[src/source/cam_pkg.sv]
`default_nettype none

package cam_pkg;

    // Camera side
    localparam int DVP_DATA_W = 8;
    typedef logic [DVP_DATA_W-1:0] pix_t;

    // Display side
    localparam int DBI_DATA_W = 8;
    typedef logic [DBI_DATA_W-1:0] dbi_data_t;

    // Pixel buffer between the two sides
    localparam int FIFO_DEPTH = 16;
    localparam int FIFO_AW    = $clog2(FIFO_DEPTH);
    typedef logic [FIFO_AW-1:0] fifo_ptr_t;

    // Display bring-up and command set
    localparam int DSP_RESET_CYCLES         = 16;      // RESX low time after reset
    localparam dbi_data_t DSP_CMD_MEM_WRITE = 8'h2C;   // Memory write

    typedef enum logic [1:0] {
        CTRL_RESET,
        CTRL_WAIT_FRAME,
        CTRL_SEND_CMD,
        CTRL_STREAM
    } ctrl_state_t;

endpackage

`default_nettype wire

[src/source/dvp_sampler.sv]
`default_nettype none

module dvp_sampler (
    input  wire                 sys_clk,
    input  wire                 rst_i,
    input  wire cam_pkg::pix_t  dvp_d_i,
    input  wire                 dvp_href_i,
    input  wire                 dvp_vsync_i,
    input  wire                 dvp_pclk_i,
    output logic                pix_valid_o,
    output cam_pkg::pix_t       pix_data_o,
    output logic                frame_start_o
);

    // Bits 1:0 are the synchronizer, bit 2 keeps the previous value
    logic [2:0]     pclk_sync;
    logic [2:0]     vsync_sync;
    logic [1:0]     href_sync;
    cam_pkg::pix_t  d_meta;
    cam_pkg::pix_t  d_sync;
    logic           pclk_rise;
    logic           vsync_rise;

    always_ff @(posedge sys_clk) begin
        if (rst_i) begin
            pclk_sync  <= '0;
            vsync_sync <= '0;
            href_sync  <= '0;
        end else begin
            pclk_sync  <= {pclk_sync[1:0], dvp_pclk_i};
            vsync_sync <= {vsync_sync[1:0], dvp_vsync_i};
            href_sync  <= {href_sync[0], dvp_href_i};
        end
    end

    // Data bus follows the same two stages as pclk
    always_ff @(posedge sys_clk) begin
        d_meta <= dvp_d_i;
        d_sync <= d_meta;
    end

    assign pclk_rise  = pclk_sync[1] & ~pclk_sync[2];
    assign vsync_rise = vsync_sync[1] & ~vsync_sync[2];

    always_ff @(posedge sys_clk) begin
        if (rst_i) begin
            pix_valid_o   <= 1'b0;
            frame_start_o <= 1'b0;
        end else begin
            pix_valid_o   <= pclk_rise & href_sync[1];  // Only bytes inside a line
            frame_start_o <= vsync_rise;
        end
    end

    always_ff @(posedge sys_clk) begin
        if (pclk_rise) begin
            pix_data_o <= d_sync;
        end
    end

endmodule

`default_nettype wire

[src/source/pixel_fifo.sv]
`default_nettype none

module pixel_fifo (
    input  wire                 sys_clk,
    input  wire                 rst_i,
    input  wire                 push_i,
    input  wire cam_pkg::pix_t  wdata_i,
    input  wire                 pop_i,
    output cam_pkg::pix_t       rdata_o,
    output logic                empty_o,
    output logic                full_o
);

    cam_pkg::pix_t              mem [cam_pkg::FIFO_DEPTH];
    cam_pkg::fifo_ptr_t         wr_ptr;
    cam_pkg::fifo_ptr_t         rd_ptr;
    logic [cam_pkg::FIFO_AW:0]  count;
    logic                       do_push;
    logic                       do_pop;

    assign do_push = push_i && !full_o;    // Overflow is dropped
    assign do_pop  = pop_i && !empty_o;

    assign empty_o = (count == '0);
    assign full_o  = (count == (cam_pkg::FIFO_AW + 1)'(cam_pkg::FIFO_DEPTH));
    assign rdata_o = mem[rd_ptr];           // Show-ahead head entry

    always_ff @(posedge sys_clk) begin
        if (rst_i) begin
            wr_ptr <= '0;
            rd_ptr <= '0;
            count  <= '0;
        end else begin
            if (do_push) wr_ptr <= wr_ptr + 1'b1;
            if (do_pop)  rd_ptr <= rd_ptr + 1'b1;
            case ({do_push, do_pop})
                2'b10:   count <= count + 1'b1;
                2'b01:   count <= count - 1'b1;
                default: count <= count;
            endcase
        end
    end

    always_ff @(posedge sys_clk) begin
        if (do_push) begin
            mem[wr_ptr] <= wdata_i;
        end
    end

endmodule

`default_nettype wire

[src/source/dbi_writer.sv]
`default_nettype none

module dbi_writer (
    input  wire                     sys_clk,
    input  wire                     rst_i,
    input  wire                     wr_start_i,
    input  wire                     wr_dcx_i,
    input  wire cam_pkg::dbi_data_t wr_data_i,
    output logic                    wr_busy_o,
    output logic                    dbi_dcx_o,
    output logic                    dbi_wrx_o,
    output cam_pkg::dbi_data_t      dbi_d_o
);

    typedef enum logic {
        WR_IDLE,
        WR_STROBE
    } wr_phase_t;

    wr_phase_t  phase;
    logic       accept;

    // A request during the strobe phase is not taken
    assign accept = wr_start_i && (phase == WR_IDLE);

    always_ff @(posedge sys_clk) begin
        if (rst_i) begin
            phase     <= WR_IDLE;
            dbi_dcx_o <= 1'b1;
        end else begin
            case (phase)
                WR_IDLE: begin
                    if (accept) begin
                        phase     <= WR_STROBE;
                        dbi_dcx_o <= wr_dcx_i;
                    end
                end
                WR_STROBE: begin
                    phase <= WR_IDLE;   // WRX returns high, display latches here
                end
                default: begin
                    phase <= WR_IDLE;
                end
            endcase
        end
    end

    // Bus holds its value until the next write
    always_ff @(posedge sys_clk) begin
        if (accept) begin
            dbi_d_o <= wr_data_i;
        end
    end

    assign dbi_wrx_o = (phase != WR_STROBE);
    assign wr_busy_o = (phase == WR_STROBE);

endmodule

`default_nettype wire

[src/source/stream_ctrl.sv]
`default_nettype none

module stream_ctrl (
    input  wire                 sys_clk,
    input  wire                 rst_i,
    input  wire                 frame_start_i,
    input  wire                 fifo_empty_i,
    input  wire cam_pkg::pix_t  fifo_rdata_i,
    input  wire                 wr_busy_i,
    output logic                fifo_pop_o,
    output logic                wr_start_o,
    output logic                wr_dcx_o,
    output cam_pkg::dbi_data_t  wr_data_o,
    output logic                dbi_resx_o,
    output logic                dbi_csx_o
);

    cam_pkg::ctrl_state_t                           state;
    logic [$clog2(cam_pkg::DSP_RESET_CYCLES)-1:0]   rst_cnt;
    logic                                           frame_pend;
    logic                                           wr_idle;
    logic                                           issue_cmd;
    logic                                           issue_pix;

    // Writer is free next cycle only if nothing was started this cycle
    assign wr_idle   = !wr_busy_i && !wr_start_o;
    assign issue_cmd = (state == cam_pkg::CTRL_SEND_CMD) && fifo_empty_i && wr_idle;
    assign issue_pix = (state == cam_pkg::CTRL_STREAM) && !fifo_empty_i && wr_idle;

    always_ff @(posedge sys_clk) begin
        if (rst_i) begin
            state      <= cam_pkg::CTRL_RESET;
            rst_cnt    <= '0;
            frame_pend <= 1'b0;
            fifo_pop_o <= 1'b0;
            wr_start_o <= 1'b0;
            wr_dcx_o   <= 1'b1;
            dbi_resx_o <= 1'b0;
            dbi_csx_o  <= 1'b1;
        end else begin
            fifo_pop_o <= 1'b0;
            wr_start_o <= 1'b0;
            case (state)
                cam_pkg::CTRL_RESET: begin
                    if (rst_cnt == $bits(rst_cnt)'(cam_pkg::DSP_RESET_CYCLES - 1)) begin
                        dbi_resx_o <= 1'b1;
                        dbi_csx_o  <= 1'b0;    // Select the display for good
                        state      <= cam_pkg::CTRL_WAIT_FRAME;
                    end else begin
                        rst_cnt <= rst_cnt + 1'b1;
                    end
                end
                cam_pkg::CTRL_WAIT_FRAME: begin
                    // Bytes outside a frame are thrown away
                    if (!fifo_empty_i && !fifo_pop_o) begin
                        fifo_pop_o <= 1'b1;
                    end
                    if (frame_start_i) begin
                        state <= cam_pkg::CTRL_SEND_CMD;
                    end
                end
                cam_pkg::CTRL_SEND_CMD: begin
                    if (issue_cmd) begin
                        wr_start_o <= 1'b1;
                        wr_dcx_o   <= 1'b0;
                        state      <= cam_pkg::CTRL_STREAM;
                    end
                end
                cam_pkg::CTRL_STREAM: begin
                    if (frame_start_i) begin
                        frame_pend <= 1'b1;
                    end
                    if (issue_pix) begin
                        fifo_pop_o <= 1'b1;
                        wr_start_o <= 1'b1;
                        wr_dcx_o   <= 1'b1;
                    end else if ((frame_pend || frame_start_i) && fifo_empty_i) begin
                        frame_pend <= 1'b0;    // Old frame fully drained
                        state      <= cam_pkg::CTRL_SEND_CMD;
                    end
                end
                default: begin
                    state <= cam_pkg::CTRL_RESET;
                end
            endcase
        end
    end

    // Write payload, only meaningful with wr_start_o
    always_ff @(posedge sys_clk) begin
        if (issue_cmd) begin
            wr_data_o <= cam_pkg::DSP_CMD_MEM_WRITE;
        end else if (issue_pix) begin
            wr_data_o <= fifo_rdata_i;
        end
    end

endmodule

`default_nettype wire

[src/source/image_stream_top.sv]
`default_nettype none

module image_stream_top (
    input  wire                     sys_clk,
    input  wire                     rst_i,
    // Camera
    input  wire cam_pkg::pix_t      dvp_d_i,
    input  wire                     dvp_href_i,
    input  wire                     dvp_vsync_i,
    input  wire                     dvp_pclk_i,
    // Display
    output wire                     dbi_dcx_o,
    output wire                     dbi_csx_o,
    output wire                     dbi_resx_o,
    output wire                     dbi_wrx_o,
    output cam_pkg::dbi_data_t      dbi_d_o
);

    // Camera side
    logic                   pix_valid;
    cam_pkg::pix_t          pix_data;
    logic                   frame_start;
    // Buffer
    logic                   fifo_empty;
    cam_pkg::pix_t          fifo_rdata;
    logic                   fifo_pop;
    // Display side
    logic                   wr_start;
    logic                   wr_dcx;
    cam_pkg::dbi_data_t     wr_data;
    logic                   wr_busy;

    dvp_sampler u_dvp_sampler (
        .sys_clk        (sys_clk),
        .rst_i          (rst_i),
        .dvp_d_i        (dvp_d_i),
        .dvp_href_i     (dvp_href_i),
        .dvp_vsync_i    (dvp_vsync_i),
        .dvp_pclk_i     (dvp_pclk_i),
        .pix_valid_o    (pix_valid),
        .pix_data_o     (pix_data),
        .frame_start_o  (frame_start)
    );

    pixel_fifo u_pixel_fifo (
        .sys_clk        (sys_clk),
        .rst_i          (rst_i),
        .push_i         (pix_valid),
        .wdata_i        (pix_data),
        .pop_i          (fifo_pop),
        .rdata_o        (fifo_rdata),
        .empty_o        (fifo_empty),
        .full_o         ()              // No back-pressure toward the camera
    );

    stream_ctrl u_stream_ctrl (
        .sys_clk        (sys_clk),
        .rst_i          (rst_i),
        .frame_start_i  (frame_start),
        .fifo_empty_i   (fifo_empty),
        .fifo_rdata_i   (fifo_rdata),
        .wr_busy_i      (wr_busy),
        .fifo_pop_o     (fifo_pop),
        .wr_start_o     (wr_start),
        .wr_dcx_o       (wr_dcx),
        .wr_data_o      (wr_data),
        .dbi_resx_o     (dbi_resx_o),
        .dbi_csx_o      (dbi_csx_o)
    );

    dbi_writer u_dbi_writer (
        .sys_clk        (sys_clk),
        .rst_i          (rst_i),
        .wr_start_i     (wr_start),
        .wr_dcx_i       (wr_dcx),
        .wr_data_i      (wr_data),
        .wr_busy_o      (wr_busy),
        .dbi_dcx_o      (dbi_dcx_o),
        .dbi_wrx_o      (dbi_wrx_o),
        .dbi_d_o        (dbi_d_o)
    );

endmodule

`default_nettype wire

[config.mk]
export PLATFORM = sky130hd
export DESIGN_NAME = image_stream_top
export DESIGN_NICKNAME = d
export VERILOG_FILES = /design/src/source/cam_pkg.sv /design/src/source/dvp_sampler.sv /design/src/source/pixel_fifo.sv /design/src/source/dbi_writer.sv /design/src/source/stream_ctrl.sv /design/src/source/image_stream_top.sv
export SDC_FILE = /design/constraint.sdc
export NUM_CORES = 1
export LEC_CHECK = 0
export ABC_AREA = 1
export BUFFER_PORTS_ARGS = -buffer_cell sky130_fd_sc_hd__buf_4
export CORE_MARGIN = 1
export CORE_UTILIZATION = 35
export CTS_BUF_LIST = sky130_fd_sc_hd__clkbuf_4 sky130_fd_sc_hd__clkbuf_8
export CTS_CLUSTER_DIAMETER = 100
export DETAILED_ROUTE_END_ITERATION = 10
export HOLD_SLACK_MARGIN = 0.1
export PLACE_DENSITY = 0.49
export SLEW_MARGIN = 0
export SYNTH_ARGS = -nofsm -noshare
export SYNTH_HDL_FRONTEND = slang
export SYNTH_SLANG_ARGS = --single-unit
[constraint.sdc]
create_clock -name sys_clk -period 4.5 [get_ports sys_clk]
set_clock_uncertainty 0.05 [all_clocks]
set_input_delay 0.225 -clock sys_clk [delete_from_list [all_inputs] [get_ports sys_clk]]
set_output_delay 0.225 -clock sys_clk [all_outputs]
set_load 0.02 [all_outputs]
# ---- Word level (Yosys, flattened, before mapping)
# Memories as Yosys holds them, arrays and structs flattened. A register that Yosys moved wholly into a read port is not among the register bits.
# Index checks and enable logic that the tools add are counted.
dict set report totals {
  register_bits 69
  ram_bits 128
  input_bits 13
  output_inout_bits 12
  word_cells 95
  mem_count 1
}
dict set report classes {
  addsub 5
  n_eq_ne 13
  muxes 22
  n_bitwise 7
  n_reduce_logical 25
}
# name depth width read_ports rd_clocked_by_memory_dff wr line_no
set mem_list {}
lappend mem_list {u_pixel_fifo.mem 16 8 1 1 1 pixel_fifo.sv:14} ;# cam_pkg::pix_t mem [cam_pkg::FIFO_DEPTH];
# operator n
set ops {}
lappend ops {{adder 4 x 1 -> 4 bit (second input constant)} 3}
lappend ops {{2-to-1 mux 1 bit} 11}
lappend ops {{logical AND 1 bit} 10}
lappend ops {{2-to-1 mux 2 bit} 5}
lappend ops {{case mux 5 bit (2 select lines)} 1}
lappend ops {{case mux 1 bit (2 select lines)} 4}
lappend ops {{case mux 2 bit (4 select lines)} 1}
lappend ops {{equality test 2 bit (second input constant)} 3}
lappend ops {{inequality test 2 x 1 -> 1 bit (second input constant)} 3}
lappend ops {{inequality test 2 bit (second input constant)} 3}
lappend ops {{AND reduction 2 bit} 3}
lappend ops {{adder 5 x 1 -> 5 bit (second input constant)} 1}
lappend ops {{equality test 5 bit (second input constant)} 1}
lappend ops {{zero test 1 bit} 5}
lappend ops {{zero test 5 bit} 1}
lappend ops {{AND reduction 5 bit} 1}
lappend ops {{subtractor 5 x 1 -> 5 bit (second input constant)} 1}
lappend ops {{equality test 2 x 1 -> 1 bit (second input constant)} 2}
lappend ops {{equality test 4 bit (second input constant)} 1}
lappend ops {{NOT 1 bit} 4}
lappend ops {{nonzero test 2 bit} 2}
lappend ops {{AND 1 bit} 3}
lappend ops {{AND reduction 3 bit} 1}
lappend ops {{zero test 2 bit} 1}
lappend ops {{logical OR 1 bit} 1}

# ---- Longest topological paths before layout
# Gate-level depths: netlist of the first run.
dict set report depth {
  depth_word 6
  ltp_mapped 15
  depth_no_buf 15
}

# ---- By module
# Synthesis of the first run repeated with hierarchy kept, for this count alone.
dict set report unflattened {
  cells_unflattened 663
  hier_area_um2 8099.0
}
# mod n_inst cells_each area_each_um2
set modules_own_cells {}
lappend modules_own_cells {pixel_fifo 1 479 6130.9}
lappend modules_own_cells {dvp_sampler 1 57 847.1}
lappend modules_own_cells {stream_ctrl 1 109 798.3}
lappend modules_own_cells {dbi_writer 1 18 322.8}

# ---- Least setup slack after synthesis of the first run
# Ideal clock, no wire load.
dict set report synth_path {
  kind {flip-flop to flip-flop}
  start {register u_pixel_fifo.count[0] (netlist name)}
  end {register u_pixel_fifo.count[4] (netlist name)}
  setup_time_ns 0.134
  arrival_time_ns 1.857
  setup_slack_ns 2.460
  stages_incl_launch_ff 16
  synth_period_minus_slack_ns 2.040
  cell_sequence {dfxtp_1 -> nor2_2 -> nand4_4 -> nand2_1 -> inv_1 -> ha_1 -> xor2_1 -> ha_1 -> inv_1 -> nand2_1 -> nand3_1 -> nand2_1 -> nand2_1 -> nand2_1 -> nand2_1 -> a21oi_1}
}
dict set report synth_between {
  elab_chain_len 5
}
# item line_no
set synth_rtl {}
lappend synth_rtl {{from (decl)} pixel_fifo.sv:17} ;# logic [cam_pkg::FIFO_AW:0] count;
lappend synth_rtl {{from (signal assigned)} pixel_fifo.sv:37} ;# 2'b10: count <= count + 1'b1;
lappend synth_rtl {{from (signal assigned)} pixel_fifo.sv:38} ;# 2'b01: count <= count - 1'b1;
lappend synth_rtl {{from (signal assigned)} pixel_fifo.sv:39} ;# default: count <= count;
lappend synth_rtl {{zero test 5 bit (*)} pixel_fifo.sv:24} ;# assign empty_o = (count == '0);
lappend synth_rtl {{zero test 1 bit (*)} pixel_fifo.sv:22} ;# assign do_pop = pop_i && !empty_o;
lappend synth_rtl {{logical AND 1 bit (*)} pixel_fifo.sv:22}
lappend synth_rtl {{named net u_pixel_fifo.do_pop} pixel_fifo.sv:19} ;# logic do_pop;
lappend synth_rtl {{equality test 2 x 1 -> 1 bit / equality test 2 bit (equally long branches)} pixel_fifo.sv:36} ;# case ({do_push, do_pop})
lappend synth_rtl {{case mux 5 bit (2 select lines) / nonzero test 2 bit (equally long branches)} --}
# Mark *: on every way through the listed nets, which the timed path passes. The rest lies on a longest branch.
# A chain may end at the register's enable or synchronous reset.

# ---- Final worst setup path of the first run
# Ends and elaborated chain as after synthesis.

==> results of run 1 <==
==> metrics by stage <==
stage	cells	util (%)	cell area, sq um	setup WS [ns]	hold slack [ns]
6_report	1128	41.25	9339	2.088	0.2704
5_1_grt	1128	41.25	9339	1.933	0.2662
4_1_cts	1128	41.25	9339	2.109	0.2608
3_5_place_dp	1051	37.46	8482	2.131	0.2621
3_3_place_gp	1051	37.46	8482	2.258	0.2605
2_1_floorplan	766	-	8097	2.460	0.2027
==> synthesized netlist by cell type (4+ instances only) <==
master / instances
nand2_1: 226
edfxtp_1: 144
nor2_1: 76
inv_1: 72
nand3_1: 71
dfxtp_1: 61
o21ai_0: 22
a21oi_1: 21
buf_2: 11
ha_1: 10
buf_4: 7
nand3b_1: 5
xor2_1: 5
buf_6: 4
clkbuf_1: 4
==> worst register-to-register path: stages, from the launching register on <==
cell,delay [ns]
dfxtp_1,0.35
nor2_2,0.20
nand4_4,0.15
nand2_1,0.16
inv_1,0.12
ha_1,0.30
xor2_1,0.22
ha_1,0.18
inv_1,0.04
nand2_1,0.09
nand3_1,0.11
nand2_1,0.07
nand2_1,0.04
nand2_1,0.06
nand2_1,0.06
a21oi_1,0.12
==> how the worst max path moves through the flow <==
| stage | endpoint | slack, ns | cells after the start |
|---|---|---|---|
| final | u_pixel_fifo.count[4]$_SDFFE_PP0P_ | 2.09 | 15 |
| after global routing | u_pixel_fifo.count[4]$_SDFFE_PP0P_ | 1.93 | 15 |
| after CTS | u_pixel_fifo.count[4]$_SDFFE_PP0P_ | 2.11 | 15 |
| after detailed placement | u_pixel_fifo.count[4]$_SDFFE_PP0P_ | 2.13 | 15 |
| after global placement | u_pixel_fifo.count[4]$_SDFFE_PP0P_ | 2.26 | 15 |
| after floorplan | u_pixel_fifo.count[4]$_SDFFE_PP0P_ | 2.46 | 15 |
==> per-layer routing <==
| metal | track usage (%) | part of all wire (%) | up-vias |
|---|---|---|---|
| met2 | 26.41 | 48 | 124 |
| li1 | - | - | 2620 |
| met3 | 3.072 | 4.8 | 31 |
| met1 | 20.30 | 45 | 2531 |
| met4 | 5.571 | 2.1 | 0 |
| met5 | 0 | 0 | - |
==> state kept, by name, summed over array words and instances, names as in the netlist, 2 cells and up <==
name,count
u_dvp_sampler.vsync_sync,3
u_stream_ctrl.rst_cnt,4
u_dbi_writer.dbi_d_o,8
u_dvp_sampler.d_sync,8
u_stream_ctrl.state,2
u_pixel_fifo.rd_ptr,4
u_pixel_fifo.wr_ptr,4
u_pixel_fifo.count,5
u_pixel_fifo.mem,128
u_dvp_sampler.d_meta,8
u_dvp_sampler.pclk_sync,3
u_dvp_sampler.pix_data_o,8
u_stream_ctrl.wr_data_o,8
u_dvp_sampler.href_sync,2
==> final cells by class <==
cell class / count / share of cell area [%]
Clock inverter: 5 / 0.3081
Tap cell: 285 / 3.818
Clock buffer: 57 / 7.262
Timing Repair Buffer: 41 / 3.698
Inverter: 77 / 3.122
Sequential cell: 205 / 59.39
Multi-Input combinational cell: 458 / 22.40
==> report_power, final <==
group | total [W] | internal, W | switching, W | leakage [nW]
clock | 0.00168 | 0.000951 | 0.000733 | 0.375
combinational | 0.0000372 | 0.0000200 | 0.0000172 | 1.59
sequential | 0.00204 | 0.00202 | 0.0000161 | 1.80
==> cell families after synthesis <==
group                      count (synthesis)  share of synthesized area, %
adders and majority gates                 10                         1.545
buffers and inverters                    103                         5.671
xor gates and xnor gates                   6                        0.6490
AOI/OAI and AO/OA                         50                         3.292
DFF                                      205                         68.49
and+or+nand+nor                          392                         20.35
==> results.py, run 1 <==
metrics = {
    "placed_design": {
        "numPortBuffers": 24,
        "dp_hpwl_mm": 11.04,
        "place_congestion": 0.8352,
    },
    "final_layout": {
        "final_cell_mix": "nand2_1 (226), edfxtp_1 (144), nor2_1 (76)",
        "antenna_cells": 0,
        "drive_gt1_share_pct": 12.10,
        "multi_input_area_sq_mm": 0.002092,
        "nNetsFinal": 842,
        "final_common_cell": "nand2_1",
        "n_fill_cell": 2210,
        "regArea_sq_mm": 0.005547,
        "syn2layout_area_growth_pct": 15.35,
    },
    "timing": {
        "setup_violations": 0,
        "finalHoldViolCount": 0,
        "fmax_ghz": 0.4147,
        "min_period_ns": 2.412,
        "relSlewSlack_pct": 40.07,
        "final_max_slew_viol_count": 0,
        "rsz0062_at_grt": "false",
        "tightest_slew_ns": 0.8957,
        "setup_tns_ns": 0,
        "post-route-period-util_pct": 53.59,
    },
    "synthesis": {
        "yosysSeqAreaShare_pct": 68.49,
        "async_flop_share_pct": 0,
        "synth_top_area_share_pct": 53.41,
        "synth_area_sq_mm": 0.008097,
        "synth_top_area_cell": "edfxtp_1",
        "ys_warn_count": 0,
        "synth_area_per_cell_sq_um": 10.57,
        "synth_area_leaders": "edfxtp_1 (53%), dfxtp_1 (15%), nand2_1 (10%)",
        "synth_edf_count": 144,
        "synthFlopType": "edfxtp_1",
        "ys_ff_latch": 205,
        "syn_nets": 789,
        "synthCells": 766,
        "synth_cell_types": 32,
    },
    "global_route": {
        "grt_max_degree": 71,
        "grt_overflow": 0,
        "grt_pass1_vias": 5368,
        "antenna_found_initial": 0,
        "grt_pass1_wl_mm": 28.79,
        "track_usage_pct": 15.76,
    },
    "critical_path": {
        "r2r_slack_ns": 2.09,
        "cp.required_ns": 4.89,
        "cp_num_buf_inv": 2,
        "critical_path.top_delay_family": "simple AND/OR/NAND/NOR gates",
        "reg2reg_depth": 15,
        "cp_slowest_stage_delay_ns": 0.35,
        "worstReg2RegStart": "u_pixel_fifo.count[0]$_SDFFE_PP0P_",
        "crit_type": "flop to flop",
        "endpoint_kind": "flop",
        "critical_path.max_fanout": 5,
        "crit_path_start_kind": "flop",
        "worst_path_most_repeated_cell": "nand2_1",
        "slowest_stage": "dfxtp_1",
        "cp.arrival_ns": 2.80,
        "critPathLaunch": "u_pixel_fifo.count[0]$_SDFFE_PP0P_",
        "cp_cell_sequence": "nor2_2 > nand4_4 > nand2_1 > inv_1 > ha_1 > xor2_1 > ha_1 > inv_1 > nand2_1 > nand3_1 > nand2_1 > nand2_1 > nand2_1 > nand2_1 > a21oi_1",
        "rr_endpoint": "u_pixel_fifo.count[4]$_SDFFE_PP0P_",
    },
    "die": {
        "pin_count": 25,
        "dieArea_sq_mm": 0.02375,
        "coreArea_sq_mm": 0.02264,
        "initial_utilization_pct": 35.76,
        "num_rows": 55,
        "die_w_microns": 154.1,
        "die_y_microns": 154.1,
    },
    "route": {
        "wire_per_inst_microns": 15.86,
        "vias": 5306,
        "drtIter0Drc": 280,
        "detail_route.vias_per_cell": 4.704,
        "dr.pass1.iters": 4,
        "routed_wl_mm": 17.89,
        "post-route-drc-count": 0,
        "ant_nets": 0,
    },
    "clocking": {
        "tritoncts": "done",
        "cts_sinks": 205,
        "cts_max_level": 2,
        "postCtsSetupBuffers": 0,
        "root_buffer": "clkbuf_8",
        "cts-buffers-inserted": 36,
        "ctsResizeCount": 0,
        "clock_path_buffers": 3,
        "clkTransAtPathRegs_ns": 0.05,
        "clk_latency_ns": 0.52,
        "ctsHoldBuffers": 15,
    },
    "power": {
        "peakVddDrop_mv": 0.2691,
        "power_w": 0.003759,
        "leakagePower_nw": 3.764,
        "powerDensity_mw_per_mm2": 402.5,
    },
    "run": {
        "cap_viol_max_count": 0,
    },
    "run_status": {
        "outcome": "complete, no violations",
    },
    "worst_hold_path": {
        "hold_path_depth": 0,
        "min_path_type": "flop to flop",
        "worstHoldStart": "u_dvp_sampler.d_meta[1]$_DFF_P_",
        "min_to": "u_dvp_sampler.d_sync[1]$_DFF_P_",
    },
}
Power figures use the tool's default switching activity.
==> inputs of run 2 (changes only) <==
Clock period 4.5 ns to 2.48 ns, I/O delays scaled along.
==> results.py, run 2 (same netlist as run 1, synthesis figures left out) <==
metrics = {
    "critical_path": {
        "cp_cell_sequence": "inv_1 > nand4_4 > nand2_1 > inv_1 > ha_2 > xor2_2 > ha_1 > inv_1 > nand2_1 > nand3_1 > nand2_1 > nand2_1 > nand2_1 > nand2_1 > a21oi_1",
        "worstReg2RegStart": "u_pixel_fifo.count[1]$_SDFFE_PP0P_",
        "critPathLaunch": "u_pixel_fifo.count[1]$_SDFFE_PP0P_",
        "endpoint_kind": "flop",
        "worst_path_most_repeated_cell": "nand2_1",
        "rr_endpoint": "u_pixel_fifo.count[4]$_SDFFE_PP0P_",
        "reg2reg_depth": 15,
        "cp.required_ns": 2.86,
        "cp_slowest_stage_delay_ns": 0.40,
        "r2r_slack_ns": 0.16,
        "cp.arrival_ns": 2.70,
        "crit_type": "flop to flop",
        "critical_path.max_fanout": 5,
        "slowest_stage": "dfxtp_1",
        "crit_path_start_kind": "flop",
    },
    "global_route": {
        "track_usage_pct": 15.36,
        "grt_pass1_wl_mm": 28.19,
        "grt_overflow": 0,
        "antenna_found_initial": 0,
        "grt_pass1_vias": 5447,
        "grt_max_degree": 71,
    },
    "worst_hold_path": {
        "min_path_type": "primary input to flop",
        "hold_path_depth": 2,
        "min_to": "u_dvp_sampler.d_meta[3]$_DFF_P_",
        "worstHoldStart": "dvp_d_i[3]",
    },
    "power": {
        "sw_frac_of_total_pct": 19.41,
        "clock_power_share_pct": 47.6,
        "net-switching-power_w": 0.001394,
        "intPower_w": 0.005786,
        "comb_power_share_pct": 0.9,
        "power_frac_seq_pct": 51.5,
        "peakVddDrop_mv": 0.4584,
        "powerDensity_mw_per_mm2": 748.3,
        "leakagePower_nw": 3.914,
    },
    "placed_design": {
        "dp.cells": 1067,
        "place_congestion": 0.8776,
        "numPortBuffers": 24,
        "dp_hpwl_mm": 11.32,
        "placed_cell_area_sq_mm": 0.008615,
    },
    "final_layout": {
        "multi_input_area_sq_mm": 0.002102,
        "final_cell_mix": "nand2_1 (226), edfxtp_1 (144), nor2_1 (76)",
        "largest_reg_flops": 128,
        "final-instance-count-excl-fill": 1150,
        "final_area_sq_mm": 0.009595,
        "drive_gt1_share_pct": 14.57,
        "regArea_sq_mm": 0.005547,
        "nNetsFinal": 859,
        "top_register": "u_pixel_fifo.mem",
        "final_common_cell": "nand2_1",
        "syn2layout_area_growth_pct": 18.51,
        "n_fill_cell": 2180,
        "antenna_cells": 0,
    },
    "clocking": {
        "cts_max_level": 2,
        "cts_sinks": 205,
        "root_buffer": "clkbuf_8",
        "clk_latency_ns": 0.51,
        "tritoncts": "done",
        "clock_path_buffers": 3,
        "clkTransAtPathRegs_ns": 0.06,
        "cts-buffers-inserted": 37,
    },
    "die": {
        "initial_utilization_pct": 35.76,
        "num_rows": 55,
        "pin_count": 25,
        "dieArea_sq_mm": 0.02375,
        "die_y_microns": 154.1,
        "die_w_microns": 154.1,
        "coreArea_sq_mm": 0.02264,
    },
    "timing": {
        "tightest_slew_ns": 0.8003,
        "post-route-period-util_pct": 93.45,
        "relSlewSlack_pct": 46.45,
        "setup_tns_ns": 0,
        "setup_violations": 0,
        "finalHoldViolCount": 0,
        "fmax_ghz": 0.4315,
        "min_period_ns": 2.317,
        "final_max_slew_viol_count": 0,
        "rsz0062_at_grt": "false",
        "whs_ns": 0.2137,
    },
    "route": {
        "dr.pass1.iters": 5,
        "post-route-drc-count": 0,
        "routed_wl_mm": 17.62,
        "ant_nets": 0,
        "drtIter0Drc": 353,
        "detail_route.vias_per_cell": 4.612,
        "vias": 5304,
        "wire_per_inst_microns": 15.32,
    },
    "run_status": {
        "outcome": "complete, no violations",
    },
    "run": {
        "cap_viol_max_count": 0,
    },
}
run 2: timing repair:
action,in CTS,in global routing
gates resized for setup,0,2
endpoints found under the setup margin,0,2
setup buffers,0,0
hold buffers,15,0
hold endpoints to repair,31,0
run 2: worst max-delay path: cells and delay by family, from the launching register on:
family | cells | cell delay (ns)
simple gates | 8 | 0.68
fa+ha+maj | 2 | 0.49
flops | 1 | 0.40
buf+inv | 3 | 0.32
xor+xnor | 1 | 0.21
compound gates | 1 | 0.10
run 2: worst max path at each step:
| stage | to | slack, ns | cells past startpoint |
|---|---|---|---|
| floorplan | u_pixel_fifo.count[4]$_SDFFE_PP0P_ | 0.44 | 15 |
| global placement | u_pixel_fifo.count[4]$_SDFFE_PP0P_ | 0.27 | 15 |
| detailed placement | u_pixel_fifo.count[4]$_SDFFE_PP0P_ | 0.12 | 15 |
| CTS | u_pixel_fifo.count[4]$_SDFFE_PP0P_ | 0.1 | 15 |
| global route | u_pixel_fifo.count[4]$_SDFFE_PP0P_ | 0.03 | 15 |
| finish | u_pixel_fifo.count[4]$_SDFFE_PP0P_ | 0.16 | 15 |
run 2: layer usage:
layer	global-route usage, %	up-vias	share of wire (%)
li1	-	2661	-
met1	19.62	2491	46
met2	25.87	121	48
met3	3.016	31	3.9
met4	5.571	0	1.9
met5	0	-	0
run 2: layout make-up:
class / count / share of cell area [%]
Inverter: 77 / 3.038
Clock inverter: 12 / 1.434
Tap cell: 285 / 3.716
Multi-Input combinational cell: 458 / 21.91
Timing Repair Buffer: 57 / 4.981
Sequential cell: 205 / 57.80
Clock buffer: 56 / 7.120
run 2: power groups by stage:
| stage | Sequential (W) | Clock (W) | Combinational, W |
|---|---|---|---|
| final | 0.00370 | 0.00342 | 0.0000669 |
| after global placement | 0.00377 | 0 | 0.0000467 |
| after global routing | 0.00370 | 0.00365 | 0.0000742 |
| after floorplan | 0.00375 | 0 | 0.0000271 |
| after CTS | 0.00370 | 0.00351 | 0.0000677 |
| after detailed placement | 0.00377 | 0 | 0.0000492 |
run 2: metrics by stage:
stage	worst slack (ns)	utilization, %	total power (W)
final	0.1625	42.38	0.007180
after global routing	0.03228	42.38	0.007425
after global placement	0.2720	38.05	0.003814
after floorplan	0.4396	-	0.003781
after detailed placement	0.1242	38.05	0.003820
after CTS	0.09974	42.34	0.007281
